`src/corr_pkg.sv`:
```
/*
 * Shared definitions for the intensity correlator.
 * Holds the combine opcode and the fixed width constants; modules refer
 * to them by scoped name.
 */
package corr_pkg;

	// how the newest and the lagged sample are combined
	typedef enum logic {
		CORR_MULTIPLY = 1'b0,	// unsigned product
		CORR_SUBTRACT = 1'b1	// newest minus lagged, signed
	} corr_op_e;

	localparam int SAMPLE_W_MAX = 16;	// widest sample the terms are sized for
	localparam int ADDR_W = 8;	// readout baseline and lag index width

endpackage

```
`src/sample_delay_line.sv`:
```
/*
 * Per-channel sample history.
 * Shifts a new sample into tap 0 on each strobe and exposes all taps,
 * newest first. shift_o pulses in the cycle after the taps change.
 */
`timescale 1ns/1ps

module sample_delay_line #(
	parameter int NUM_LAGS = 3,
	parameter int SAMPLE_W = 4
) (
	input  logic                         clk,
	input  logic                         rst_n_i,
	input  logic [SAMPLE_W-1:0]          sample_i,
	input  logic                         stb_i,
	output logic [NUM_LAGS*SAMPLE_W-1:0] taps_o,
	output logic                         shift_o
);

	always_ff @(posedge clk) begin
		if (!rst_n_i) begin
			taps_o <= '0;
		end else if (stb_i) begin
			taps_o[SAMPLE_W-1:0] <= sample_i;	// newest
			for (int t = 1; t < NUM_LAGS; t++) begin
				taps_o[t*SAMPLE_W +: SAMPLE_W] <= taps_o[(t-1)*SAMPLE_W +: SAMPLE_W];
			end
		end
	end

	// tells the correlators the taps just moved
	always_ff @(posedge clk) begin
		if (!rst_n_i) begin
			shift_o <= 1'b0;
		end else begin
			shift_o <= stb_i;
		end
	end

	// an unknown strobe would corrupt every lag downstream
	a_stb_known: assert property (
		@(posedge clk) disable iff (!rst_n_i)
		!$isunknown(stb_i)
	) else $error("sample strobe is unknown");

endmodule

```
`src/baseline_correlator.sv`:
```
/*
 * All lags of one baseline.
 * Lag c combines the newest reference sample with partner tap c, and with
 * its complement for the imaginary term. Both terms are added on each shift
 * into saturating signed accumulators, which clear while disabled.
 */
`timescale 1ns/1ps

module baseline_correlator #(
	parameter int NUM_LAGS = 3,
	parameter int SAMPLE_W = 4,
	parameter int ACC_W    = 12
) (
	input  logic                               clk,
	input  logic                               rst_n_i,
	input  logic                               enable_i,
	input  corr_pkg::corr_op_e                 op_i,
	input  logic                               shift_i,
	input  logic [SAMPLE_W-1:0]                ref_i,
	input  logic [NUM_LAGS*SAMPLE_W-1:0]       partner_taps_i,
	output logic signed [NUM_LAGS*ACC_W-1:0]   acc_re_o,
	output logic signed [NUM_LAGS*ACC_W-1:0]   acc_im_o
);

	// wide enough for the full unsigned product plus a sign bit
	localparam int TERM_W = 2*SAMPLE_W + 1;
	localparam logic signed [ACC_W-1:0] ACC_MAX = {1'b0, {(ACC_W-1){1'b1}}};
	localparam logic signed [ACC_W-1:0] ACC_MIN = {1'b1, {(ACC_W-1){1'b0}}};

	function automatic logic signed [TERM_W-1:0] term_f(
		input corr_pkg::corr_op_e  op,
		input logic [SAMPLE_W-1:0] a,
		input logic [SAMPLE_W-1:0] b
	);
		logic signed [TERM_W-1:0] a_ext;
		logic signed [TERM_W-1:0] b_ext;
		a_ext = signed'({{(TERM_W-SAMPLE_W){1'b0}}, a});	// samples are unsigned
		b_ext = signed'({{(TERM_W-SAMPLE_W){1'b0}}, b});
		if (op == corr_pkg::CORR_MULTIPLY) begin
			term_f = a_ext * b_ext;
		end else begin
			term_f = a_ext - b_ext;
		end
	endfunction

	function automatic logic signed [ACC_W-1:0] sat_add(
		input logic signed [ACC_W-1:0]  acc,
		input logic signed [TERM_W-1:0] term
	);
		logic signed [ACC_W:0] sum;
		sum = acc + term;	// one guard bit is enough since ACC_W > TERM_W-1
		if (sum[ACC_W] != sum[ACC_W-1]) begin
			sat_add = sum[ACC_W] ? ACC_MIN : ACC_MAX;
		end else begin
			sat_add = sum[ACC_W-1:0];
		end
	endfunction

	for (genvar c = 0; c < NUM_LAGS; c++) begin : g_lag
		logic [SAMPLE_W-1:0]      partner;
		logic signed [TERM_W-1:0] term_re;
		logic signed [TERM_W-1:0] term_im;
		logic signed [ACC_W-1:0]  acc_re_q;
		logic signed [ACC_W-1:0]  acc_im_q;

		assign partner = partner_taps_i[c*SAMPLE_W +: SAMPLE_W];
		assign term_re = term_f(op_i, ref_i, partner);
		assign term_im = term_f(op_i, ref_i, ~partner);	// complement within sample width

		always_ff @(posedge clk) begin
			if (!rst_n_i || !enable_i) begin
				acc_re_q <= '0;
				acc_im_q <= '0;
			end else if (shift_i) begin
				acc_re_q <= sat_add(acc_re_q, term_re);
				acc_im_q <= sat_add(acc_im_q, term_im);
			end
		end

		assign acc_re_o[c*ACC_W +: ACC_W] = acc_re_q;
		assign acc_im_o[c*ACC_W +: ACC_W] = acc_im_q;
	end

	// the guard bit in sat_add only holds for these widths
	a_widths_ok: assert property (
		@(posedge clk)
		(ACC_W > 2*SAMPLE_W) && (SAMPLE_W <= corr_pkg::SAMPLE_W_MAX)
	) else $error("accumulator too narrow for sample width");

endmodule

```
`src/corr_readout.sv`:
```
/*
 * Accumulator readout port.
 * A read strobe selects one baseline and lag; the pair as it stands at that
 * edge is registered and returned with a one-cycle valid pulse.
 */
`timescale 1ns/1ps

module corr_readout #(
	parameter int NUM_BASELINES = 4,
	parameter int NUM_LAGS      = 3,
	parameter int ACC_W         = 12
) (
	input  logic                                    clk,
	input  logic                                    rst_n_i,
	input  logic                                    rd_stb_i,
	input  logic [corr_pkg::ADDR_W-1:0]             rd_baseline_i,
	input  logic [corr_pkg::ADDR_W-1:0]             rd_lag_i,
	input  logic [NUM_BASELINES*NUM_LAGS*ACC_W-1:0] acc_re_i,
	input  logic [NUM_BASELINES*NUM_LAGS*ACC_W-1:0] acc_im_i,
	output logic                                    rd_valid_o,
	output logic signed [ACC_W-1:0]                 rd_re_o,
	output logic signed [ACC_W-1:0]                 rd_im_o
);

	localparam int IDX_W = 2*corr_pkg::ADDR_W;

	logic             in_range;
	logic [IDX_W-1:0] rd_idx;
	logic [IDX_W-1:0] sel_idx;

	assign in_range = (rd_baseline_i < NUM_BASELINES) && (rd_lag_i < NUM_LAGS);
	assign rd_idx = IDX_W'(rd_baseline_i) * IDX_W'(NUM_LAGS) + IDX_W'(rd_lag_i);
	assign sel_idx = in_range ? rd_idx : '0;	// keep the select inside the vector

	always_ff @(posedge clk) begin
		if (!rst_n_i) begin
			rd_valid_o <= 1'b0;
		end else begin
			rd_valid_o <= rd_stb_i;
		end
	end

	always_ff @(posedge clk) begin
		if (rd_stb_i) begin
			rd_re_o <= in_range ? acc_re_i[sel_idx*ACC_W +: ACC_W] : '0;
			rd_im_o <= in_range ? acc_im_i[sel_idx*ACC_W +: ACC_W] : '0;
		end
	end

	a_rd_in_range: assert property (
		@(posedge clk) disable iff (!rst_n_i)
		rd_stb_i |-> in_range
	) else $error("read index out of range");

endmodule

```
`src/correlator_top.sv`:
```
/*
 * Intensity correlator top level.
 * One delay line per input channel, one correlator per baseline paired by
 * channel index, and a readout port over the flattened accumulators.
 */
`timescale 1ns/1ps

module correlator_top #(
	parameter int NUM_INPUTS    = 4,
	parameter int NUM_BASELINES = 4,
	parameter int NUM_LAGS      = 3,
	parameter int SAMPLE_W      = 4,
	parameter int ACC_W         = 12
) (
	input  logic                           clk,
	input  logic                           rst_n_i,
	input  logic                           enable_i,
	input  corr_pkg::corr_op_e             op_i,
	input  logic [NUM_INPUTS*SAMPLE_W-1:0] sample_i,
	input  logic                           sample_stb_i,
	input  logic                           rd_stb_i,
	input  logic [corr_pkg::ADDR_W-1:0]    rd_baseline_i,
	input  logic [corr_pkg::ADDR_W-1:0]    rd_lag_i,
	output logic                           rd_valid_o,
	output logic signed [ACC_W-1:0]        rd_re_o,
	output logic signed [ACC_W-1:0]        rd_im_o
);

	localparam int BL_W = NUM_LAGS*ACC_W;	// accumulators of one baseline

	logic [NUM_LAGS*SAMPLE_W-1:0]      taps [NUM_INPUTS];
	logic [NUM_INPUTS-1:0]             shift;
	logic [NUM_BASELINES*BL_W-1:0]     acc_re_all;
	logic [NUM_BASELINES*BL_W-1:0]     acc_im_all;

	for (genvar i = 0; i < NUM_INPUTS; i++) begin : g_line
		sample_delay_line #(
			.NUM_LAGS (NUM_LAGS),
			.SAMPLE_W (SAMPLE_W)
		) delay_line_i (
			.clk      (clk),
			.rst_n_i  (rst_n_i),
			.sample_i (sample_i[i*SAMPLE_W +: SAMPLE_W]),
			.stb_i    (sample_stb_i),
			.taps_o   (taps[i]),
			.shift_o  (shift[i])
		);
	end

	for (genvar k = 0; k < NUM_BASELINES; k++) begin : g_baseline
		localparam int REF_CH  = k % NUM_INPUTS;
		localparam int PART_CH = (k + k/NUM_INPUTS + 1) % NUM_INPUTS;	// order 1 partner

		baseline_correlator #(
			.NUM_LAGS (NUM_LAGS),
			.SAMPLE_W (SAMPLE_W),
			.ACC_W    (ACC_W)
		) baseline_i (
			.clk            (clk),
			.rst_n_i        (rst_n_i),
			.enable_i       (enable_i),
			.op_i           (op_i),
			.shift_i        (shift[0]),
			.ref_i          (taps[REF_CH][SAMPLE_W-1:0]),
			.partner_taps_i (taps[PART_CH]),
			.acc_re_o       (acc_re_all[k*BL_W +: BL_W]),
			.acc_im_o       (acc_im_all[k*BL_W +: BL_W])
		);
	end

	corr_readout #(
		.NUM_BASELINES (NUM_BASELINES),
		.NUM_LAGS      (NUM_LAGS),
		.ACC_W         (ACC_W)
	) readout_i (
		.clk           (clk),
		.rst_n_i       (rst_n_i),
		.rd_stb_i      (rd_stb_i),
		.rd_baseline_i (rd_baseline_i),
		.rd_lag_i      (rd_lag_i),
		.acc_re_i      (acc_re_all),
		.acc_im_i      (acc_im_all),
		.rd_valid_o    (rd_valid_o),
		.rd_re_o       (rd_re_o),
		.rd_im_o       (rd_im_o)
	);

endmodule

```
`config.mk`:
```
export PLATFORM = sky130hd
export DESIGN_NAME = correlator_top
export DESIGN_NICKNAME = d
export VERILOG_FILES = /design/src/corr_pkg.sv /design/src/sample_delay_line.sv /design/src/baseline_correlator.sv /design/src/corr_readout.sv /design/src/correlator_top.sv
export SDC_FILE = /design/constraint.sdc
export NUM_CORES = 2
export LEC_CHECK = 0
export ABC_AREA = 1
export BUFFER_PORTS_ARGS = -buffer_cell sky130_fd_sc_hd__buf_2
export CORE_MARGIN = 2
export CORE_UTILIZATION = 70
export DETAILED_ROUTE_END_ITERATION = 10
export GPL_TIMING_DRIVEN = 0
export HOLD_SLACK_MARGIN = 0.05
export PLACE_DENSITY_LB_ADDON = 0.05
export RECOVER_POWER = 25
export SLEW_MARGIN = 20
export SYNTH_ARGS = -nofsm -noshare
export SYNTH_HDL_FRONTEND = slang
export SYNTH_SLANG_ARGS = --single-unit
```
`constraint.sdc`:
```
create_clock -name clk -period 9.1 [get_ports clk]
set_input_delay 1.82 -clock clk [delete_from_list [all_inputs] [get_ports clk]]
set_output_delay 1.82 -clock clk [all_outputs]
set_load 0.005 [all_outputs]
```
Word-level counts from Yosys, hierarchy flattened
Cells that the tools add are included.
- register bits: 362
- input port bits: 38
- logic and storage cells: 224
- output and inout bits: 25
- equal/unequal tests: 24
- add/sub/neg operators: 49
- muxes and demuxes: 73
- order comparisons: 2
- bitwise gates (word level): 12
- multipliers: 26
- reductions and logical operators: 4
- shifts and indexed selects: 2
- operators by type and width (cell ; number):
    12-bit 2-to-1 mux ; 48
    12-bit by 9-bit adder with 13-bit output ; 24
    144-bit by 21-bit variable part select with 12-bit output ; 2
    9-bit 2-to-1 mux ; 24
    4-bit by 4-bit multiplier with 8-bit output ; 24
    4-bit by 4-bit subtractor with 5-bit output ; 24
    4-bit NOT ; 12
    1-bit != test ; 24
    16-bit by 2-bit multiplier with 18-bit output (second input constant) ; 1
    16-bit 2-to-1 mux ; 1
    10-bit by 8-bit adder with 11-bit output ; 1
    8-bit by 2-bit multiplier with 10-bit output (second input constant) ; 1
    8-bit by 2-bit < comparator with 1-bit output (second input constant) ; 1
    8-bit by 3-bit < comparator with 1-bit output (second input constant) ; 1
    1-bit zero test ; 2
    1-bit logical AND ; 1
    1-bit logical OR ; 1

Longest topological paths before layout
- depth in word-level cells: 6
- mapped depth: 30
- depth with buffers taken out: 29

Cells and area by module
From an unflattened synthesis, not the netlist that was laid out.
- cells, all modules: 7124
- area, all modules: 46691.0 µm²
- by module, submodules not included (module ; times used ; sequential area each (µm²) ; area an instance (µm²) ; cells an instance):
    baseline_correlator at g_baseline[2].baseline_i ; 1 ; 1441.4 ; 9970.8 ; 1474
    baseline_correlator at g_baseline[1].baseline_i ; 1 ; 1441.4 ; 9929.5 ; 1479
    baseline_correlator at g_baseline[3].baseline_i ; 1 ; 1441.4 ; 9863.2 ; 1480
    baseline_correlator at g_baseline[0].baseline_i ; 1 ; 1441.4 ; 9783.1 ; 1447
    corr_readout ; 1 ; 740.7 ; 4992.3 ; 928
    sample_delay_line ; 4 ; 260.2 ; 538.0 ; 79

Least setup slack after synthesis
OpenSTA, ideal clock, no wires.
- path type: register -> register
- start: reg g_line[0].delay_line_i.taps_o[1]
- end: reg g_baseline[0].baseline_i.g_lag[0].acc_re_q[10]
- library setup time: 122 ps
- cell stages (with the launch flop): 26
- arrival time: 4751 ps
- data required time: 8978 ps
- period minus slack after synthesis: 4873 ps
- buffers on the path: 3
- setup slack: 4227 ps
- path through: dfxtp_1 -> clkbuf_1 -> buf_1 -> nand2_1 -> fa_1 -> inv_1 -> fa_1 -> inv_1 -> fa_1 -> inv_1 -> nand2_1 -> nand2_1 -> a21oi_1 -> o21ai_0 -> a21oi_1 -> or2_2 -> ha_1 -> nand2_1 -> nor2_1 -> nand3_1 -> nand3_1 -> xor2_1 -> nor2_1 -> nor2_1 -> buf_2 -> a21oi_1
- longest elaborated chain between the ends: 5
- elaborated cells between the ends (all ways): 7
- classes of those cells: 2 x add/sub; 1 x mul; 1 x eq/ne; 3 x mux
- RTL lines (item ; line ; RTL):
    from (decl) ; sample_delay_line.sv:16 ; output logic [NUM_LAGS*SAMPLE_W-1:0] taps_o,
    from (signal, indexed assignment) ; sample_delay_line.sv:24 ; taps_o[SAMPLE_W-1:0] <= sample_i;
    from (signal, indexed assignment) ; sample_delay_line.sv:26 ; taps_o[t*SAMPLE_W +: SAMPLE_W] <= taps_o[(t-1)*SAMPLE_W +: SAMPLE_W];
    4-bit by 4-bit multiplier with 8-bit output / 4-bit by 4-bit subtractor with 5-bit output (equally long branches) ; baseline_correlator.sv:40, baseline_correlator.sv:42 ;
    9-bit 2-to-1 mux (*) ; baseline_correlator.sv:39 ; if (op == corr_pkg::CORR_MULTIPLY) begin
    12-bit by 9-bit adder with 13-bit output (*) ; baseline_correlator.sv:51 ; sum = acc + term;
    12-bit 2-to-1 mux / 1-bit != test (equally long branches) ; baseline_correlator.sv:53, baseline_correlator.sv:52 ;
    12-bit 2-to-1 mux (*) ; baseline_correlator.sv:52 ; if (sum[ACC_W] != sum[ACC_W-1]) begin
    to (signal assigned) ; baseline_correlator.sv:75 ; acc_re_q <= sat_add(acc_re_q, term_re);
    to (decl) ; baseline_correlator.sv:63 ; logic signed [ACC_W-1:0] acc_re_q;
Every way passes the cells marked *; elsewhere a longest branch is shown, timed or not.
A chain may end at the register's enable or synchronous reset.

Worst setup path after layout
- start: reg g_line[0].delay_line_i.taps_o[1]
- end: reg g_baseline[0].baseline_i.g_lag[0].acc_im_q[1]
- longest elaborated chain between the ends: 5
- elaborated cells between the ends (all ways): 7
- classes of those cells: 2 x add/sub; 1 x mul; 1 x eq/ne; 3 x mux
- RTL lines (item ; line ; RTL):
    4-bit by 4-bit multiplier with 8-bit output / 4-bit by 4-bit subtractor with 5-bit output (equally long branches) ; baseline_correlator.sv:40, baseline_correlator.sv:42 ;
    9-bit 2-to-1 mux (*) ; baseline_correlator.sv:39 ;
    12-bit by 9-bit adder with 13-bit output (*) ; baseline_correlator.sv:51 ;
    12-bit 2-to-1 mux / 1-bit != test (equally long branches) ; baseline_correlator.sv:53, baseline_correlator.sv:52 ;
    12-bit 2-to-1 mux (*) ; baseline_correlator.sv:52 ;
    to (signal assigned) ; baseline_correlator.sv:76 ; acc_im_q <= sat_add(acc_im_q, term_im);
    to (decl) ; baseline_correlator.sv:64 ; logic signed [ACC_W-1:0] acc_im_q;
Marks and branches as above.

==> impl_metrics.py <==
metrics = {
    "logic_synthesis": {
        "synthCells": 7100,
        "synth_warnings": 0,
        "synth-seq-area-share_pct": 16.3,
        "synth_top_area_cell": "ha_1",
        "async_reset_ff_share_pct": 0,
        "synthesis.nets": 7991,
        "synth_top_area_share_pct": 19.2,
        "synth_edf_count": 24,
        "syn_area_sq_um": 45800,
        "synth_flop_cell": "dfxtp_1",
        "synth.distinct_cells": 38,
        "synthTopCellsByCount": "1879 x nand2_1, 1004 x inv_1, 704 x ha_1, 672 x a21oi_1, 497 x nand3_1",
        "avgSynthCellArea_sq_um": 6.45,
        "yosysMostFrequentCell": "nand2_1",
        "synth.area.top_cells": "ha_1 19%, nand2_1 15%, dfxtp_1 15%",
        "ys_seq_elements": 362,
    },
    "sta": {
        "fin_worst_skew_ns": 0.0248,
        "finalCritPeriodShare_pct": 77.9,
        "max_slew_margin_pct": 7.51,
        "grt_setup_unrepaired": "false",
        "worst_pin_slew_ns": 1.39,
        "fin_crit_ns": 7.09,
        "setup_slack_ns": 2.01,
        "worst_hold_slack_ns": 0.504,
        "final.setup.tns_ns": 0,
        "setup_violations": 0,
        "max_freq_mhz": 141,
        "finalHoldViolations": 0,
        "drv_slew": 0,
    },
    "run_status": {
        "status": "complete, no violations",
    },
    "routing": {
        "first_pass_iters": 10,
        "wire_per_inst_microns": 22.1,
        "final_antenna_net_count": 0,
        "drtIter0Drc": 7245,
        "avgViaCountPerCell": 6.34,
        "vias": 51425,
        "wirelength_microns": 179000,
        "drc_errors": 0,
    },
    "power": {
        "combPwrFrac_pct": 42.9,
        "p_sw_share_pct": 44.0,
        "irDropWorstVdd_uv": 187,
        "clockPowerShare_pct": 30.6,
        "p_leak_nw": 27.0,
        "pwr-share-seq_pct": 26.5,
        "p_per_area_nw_per_um2": 137,
        "p_sw_mw": 2.94,
        "intPower_mw": 3.74,
    },
    "global_route": {
        "antenna_found_initial": 11,
        "grt_usage_pct": 51.7,
        "grt_max_degree": 26,
        "grt_pass1_wl_microns": 267000,
        "first_global_vias": 47422,
        "grt_overflow": 0,
    },
    "critical_path": {
        "critical_path_peak_fanout": 11,
        "path_class": "reg2reg",
        "crit_start": "g_line[0].delay_line_i.taps_o[1]$_SDFFE_PN0P_",
        "critPathCaptureType": "flop",
        "r2r_slack_ns": 2.01,
        "worstPathArrival_ns": 7.63,
        "timing.rr.start": "g_line[0].delay_line_i.taps_o[1]$_SDFFE_PN0P_",
        "start_kind": "flop",
        "cp.required_ns": 9.64,
    },
    "layout": {
        "multi_input_comb_area_sq_um": 33400,
        "fill_cells": 5245,
        "layout-drive-gt1-share_pct": 3.20,
        "area_delta_synth_final_pct": 6.68,
        "regArea_sq_um": 7490,
        "fin_nets": 8100,
    },
    "cts": {
        "cts_sinks": 362,
        "cts_resized": 0,
        "cts-root-buf": "clkbuf_16",
        "htreeDepth": 2,
        "postCtsSetupRepairBufs": 0,
        "cts_tree": "built",
        "cts_hold_repair.buffers": 0,
        "ctsLongestPathBuffers": 3,
        "clock_latency_ns": 0.63,
        "numCtsBuffers": 46,
        "clk_pin_slew_ns": 0.06,
    },
    "run": {
        "drv_cap": 0,
    },
    "placement": {
        "portBuffers": 60,
        "dp_hpwl_microns": 138000,
        "dp_slack_ns": 2.59,
        "gp_congestion": 1.12,
    },
    "floorplan": {
        "design.die.area_sq_um": 67500,
        "die_w_microns": 260,
        "core_sq_um": 64600,
        "rows": 93,
        "die_h_microns": 260,
        "io_pins": 63,
        "start_util_pct": 71.0,
    },
    "min_path": {
        "hold_start": "g_baseline[1].baseline_i.g_lag[0].acc_im_q[2]$_SDFFE_PP0P_",
        "holdCritPathClass": "reg2reg",
    },
}
[state kept, by name, summed over array words and instances, names as in the netlist]
signal                                count
g_line.delay_line_i.taps_o               48
readout_i.rd_valid_o                      1
g_baseline.baseline_i.g_lag.acc_im_q    144
readout_i.rd_re_o                        12
g_baseline.baseline_i.g_lag.acc_re_q    144
g_line.delay_line_i.shift_o               1
readout_i.rd_im_o                        12
[path summary, 6_finish.rpt]
check | cells after the start | end
worst min register to register | 2 | g_baseline[1].baseline_i.g_lag[0].acc_im_q[2]$_SDFFE_PP0P_
worst min-delay path | 2 | g_baseline[1].baseline_i.g_lag[0].acc_im_q[2]$_SDFFE_PP0P_
worst max register to register | 25 | g_baseline[0].baseline_i.g_lag[0].acc_im_q[1]$_SDFFE_PP0P_
worst max-delay path | 25 | g_baseline[0].baseline_i.g_lag[0].acc_im_q[1]$_SDFFE_PP0P_
[routing by layer]
| metal | up-vias | wire length (microns) | track usage, % |
|---|---|---|---|
| met3 | 987 | 26500 | 16.6 |
| met5 | - | 44 | 0 |
| li1 | 23501 | - | - |
| met1 | 23292 | 63100 | 62.5 |
| met4 | 8 | 18400 | 43.1 |
| met2 | 3637 | 70900 | 74.7 |
[cells in the final DEF (no fill, tap or decap), drive strengths merged]
master,count
a21o,4
diode,10
o31ai,12
nand4,188
dfxtp,338
a21oi,673
a21boi,13
fa,149
buf,118
bufinv,6
inv,1016
or2,22
o211ai,2
nor3,4
ha,704
edfxtp,24
xor2,159
mux2i,14
nor2,433
o21a,4
xnor2,77
nand2,1879
o22ai,1
a31oi,74
clkinvlp,6
o21ai,520
nand3,498
a22o,11
o21bai,15
clkinv,16
clkbuf,267
[per-stage QoR]
step / total power, mW / util, % / cells / area [sq um]
2_1_floorplan: 3.62 / - / 7100 / 45800
3_3_place_gp: 4.40 / 73.1 / 8015 / 47200
3_5_place_dp: 4.48 / 73.2 / 8016 / 47200
4_1_cts: 6.49 / 75.7 / 8102 / 48900
5_1_grt: 6.92 / 75.7 / 8103 / 48900
6_report: 6.68 / 75.7 / 8112 / 48900
[cell families (layout without fill, tap and decap cells)]
logic type / count (synthesis) / in the layout / synth area share, %
buffers and inverters: 1282 / 1429 / 10.7
muxes: 14 / 14 / 0.306
DFF: 362 / 362 / 16.3
adders and majority gates: 853 / 853 / 25.7
xor gates and xnor gates: 236 / 236 / 4.53
AOI/OAI and AO/OA: 1329 / 1329 / 15.1
and+or+nand+nor: 3024 / 3024 / 27.3
other: 0 / 10 / 0
[area by class of cell]
class                           count  area share [%]
Clock inverter                     21           0.607
Tap cell                          855            2.19
Sequential cell                   362            15.3
Inverter                         1023            7.85
Clock buffer                       65            2.73
Timing Repair Buffer               61           0.625
Multi-Input combinational cell   5456            68.4
Antenna cell                       10          0.0512
Buffer                            259            2.22
[power groups by stage]
stage | clock (mW) | sequential, mW | combinational [mW]
after CTS | 2.01 | 1.76 | 2.72
after global routing | 2.08 | 1.77 | 3.07
after detailed placement | 0 | 1.80 | 2.68
final | 2.04 | 1.77 | 2.86
after floorplan | 0 | 1.76 | 1.86
after global placement | 0 | 1.79 | 2.61
[critical path: stages (launching register included)]
cell	delay, ns
dfxtp_1	0.85
clkbuf_1	0.65
buf_1	0.69
nand2_1	0.19
fa_1	0.53
inv_1	0.06
fa_1	0.59
inv_1	0.08
fa_1	0.41
inv_1	0.10
nand2_1	0.11
nand2_1	0.10
a21oi_1	0.08
xor2_1	0.15
o21ai_0	0.59
ha_1	0.43
a21oi_1	0.23
o21ai_0	0.17
nand2_1	0.11
nand3_1	0.08
nand2_1	0.07
nand2_1	0.07
nand2_1	0.08
buf_2	0.24
nand2_1	0.10
a21oi_1	0.24
No activity file was read; power rests on OpenSTA's default activity.
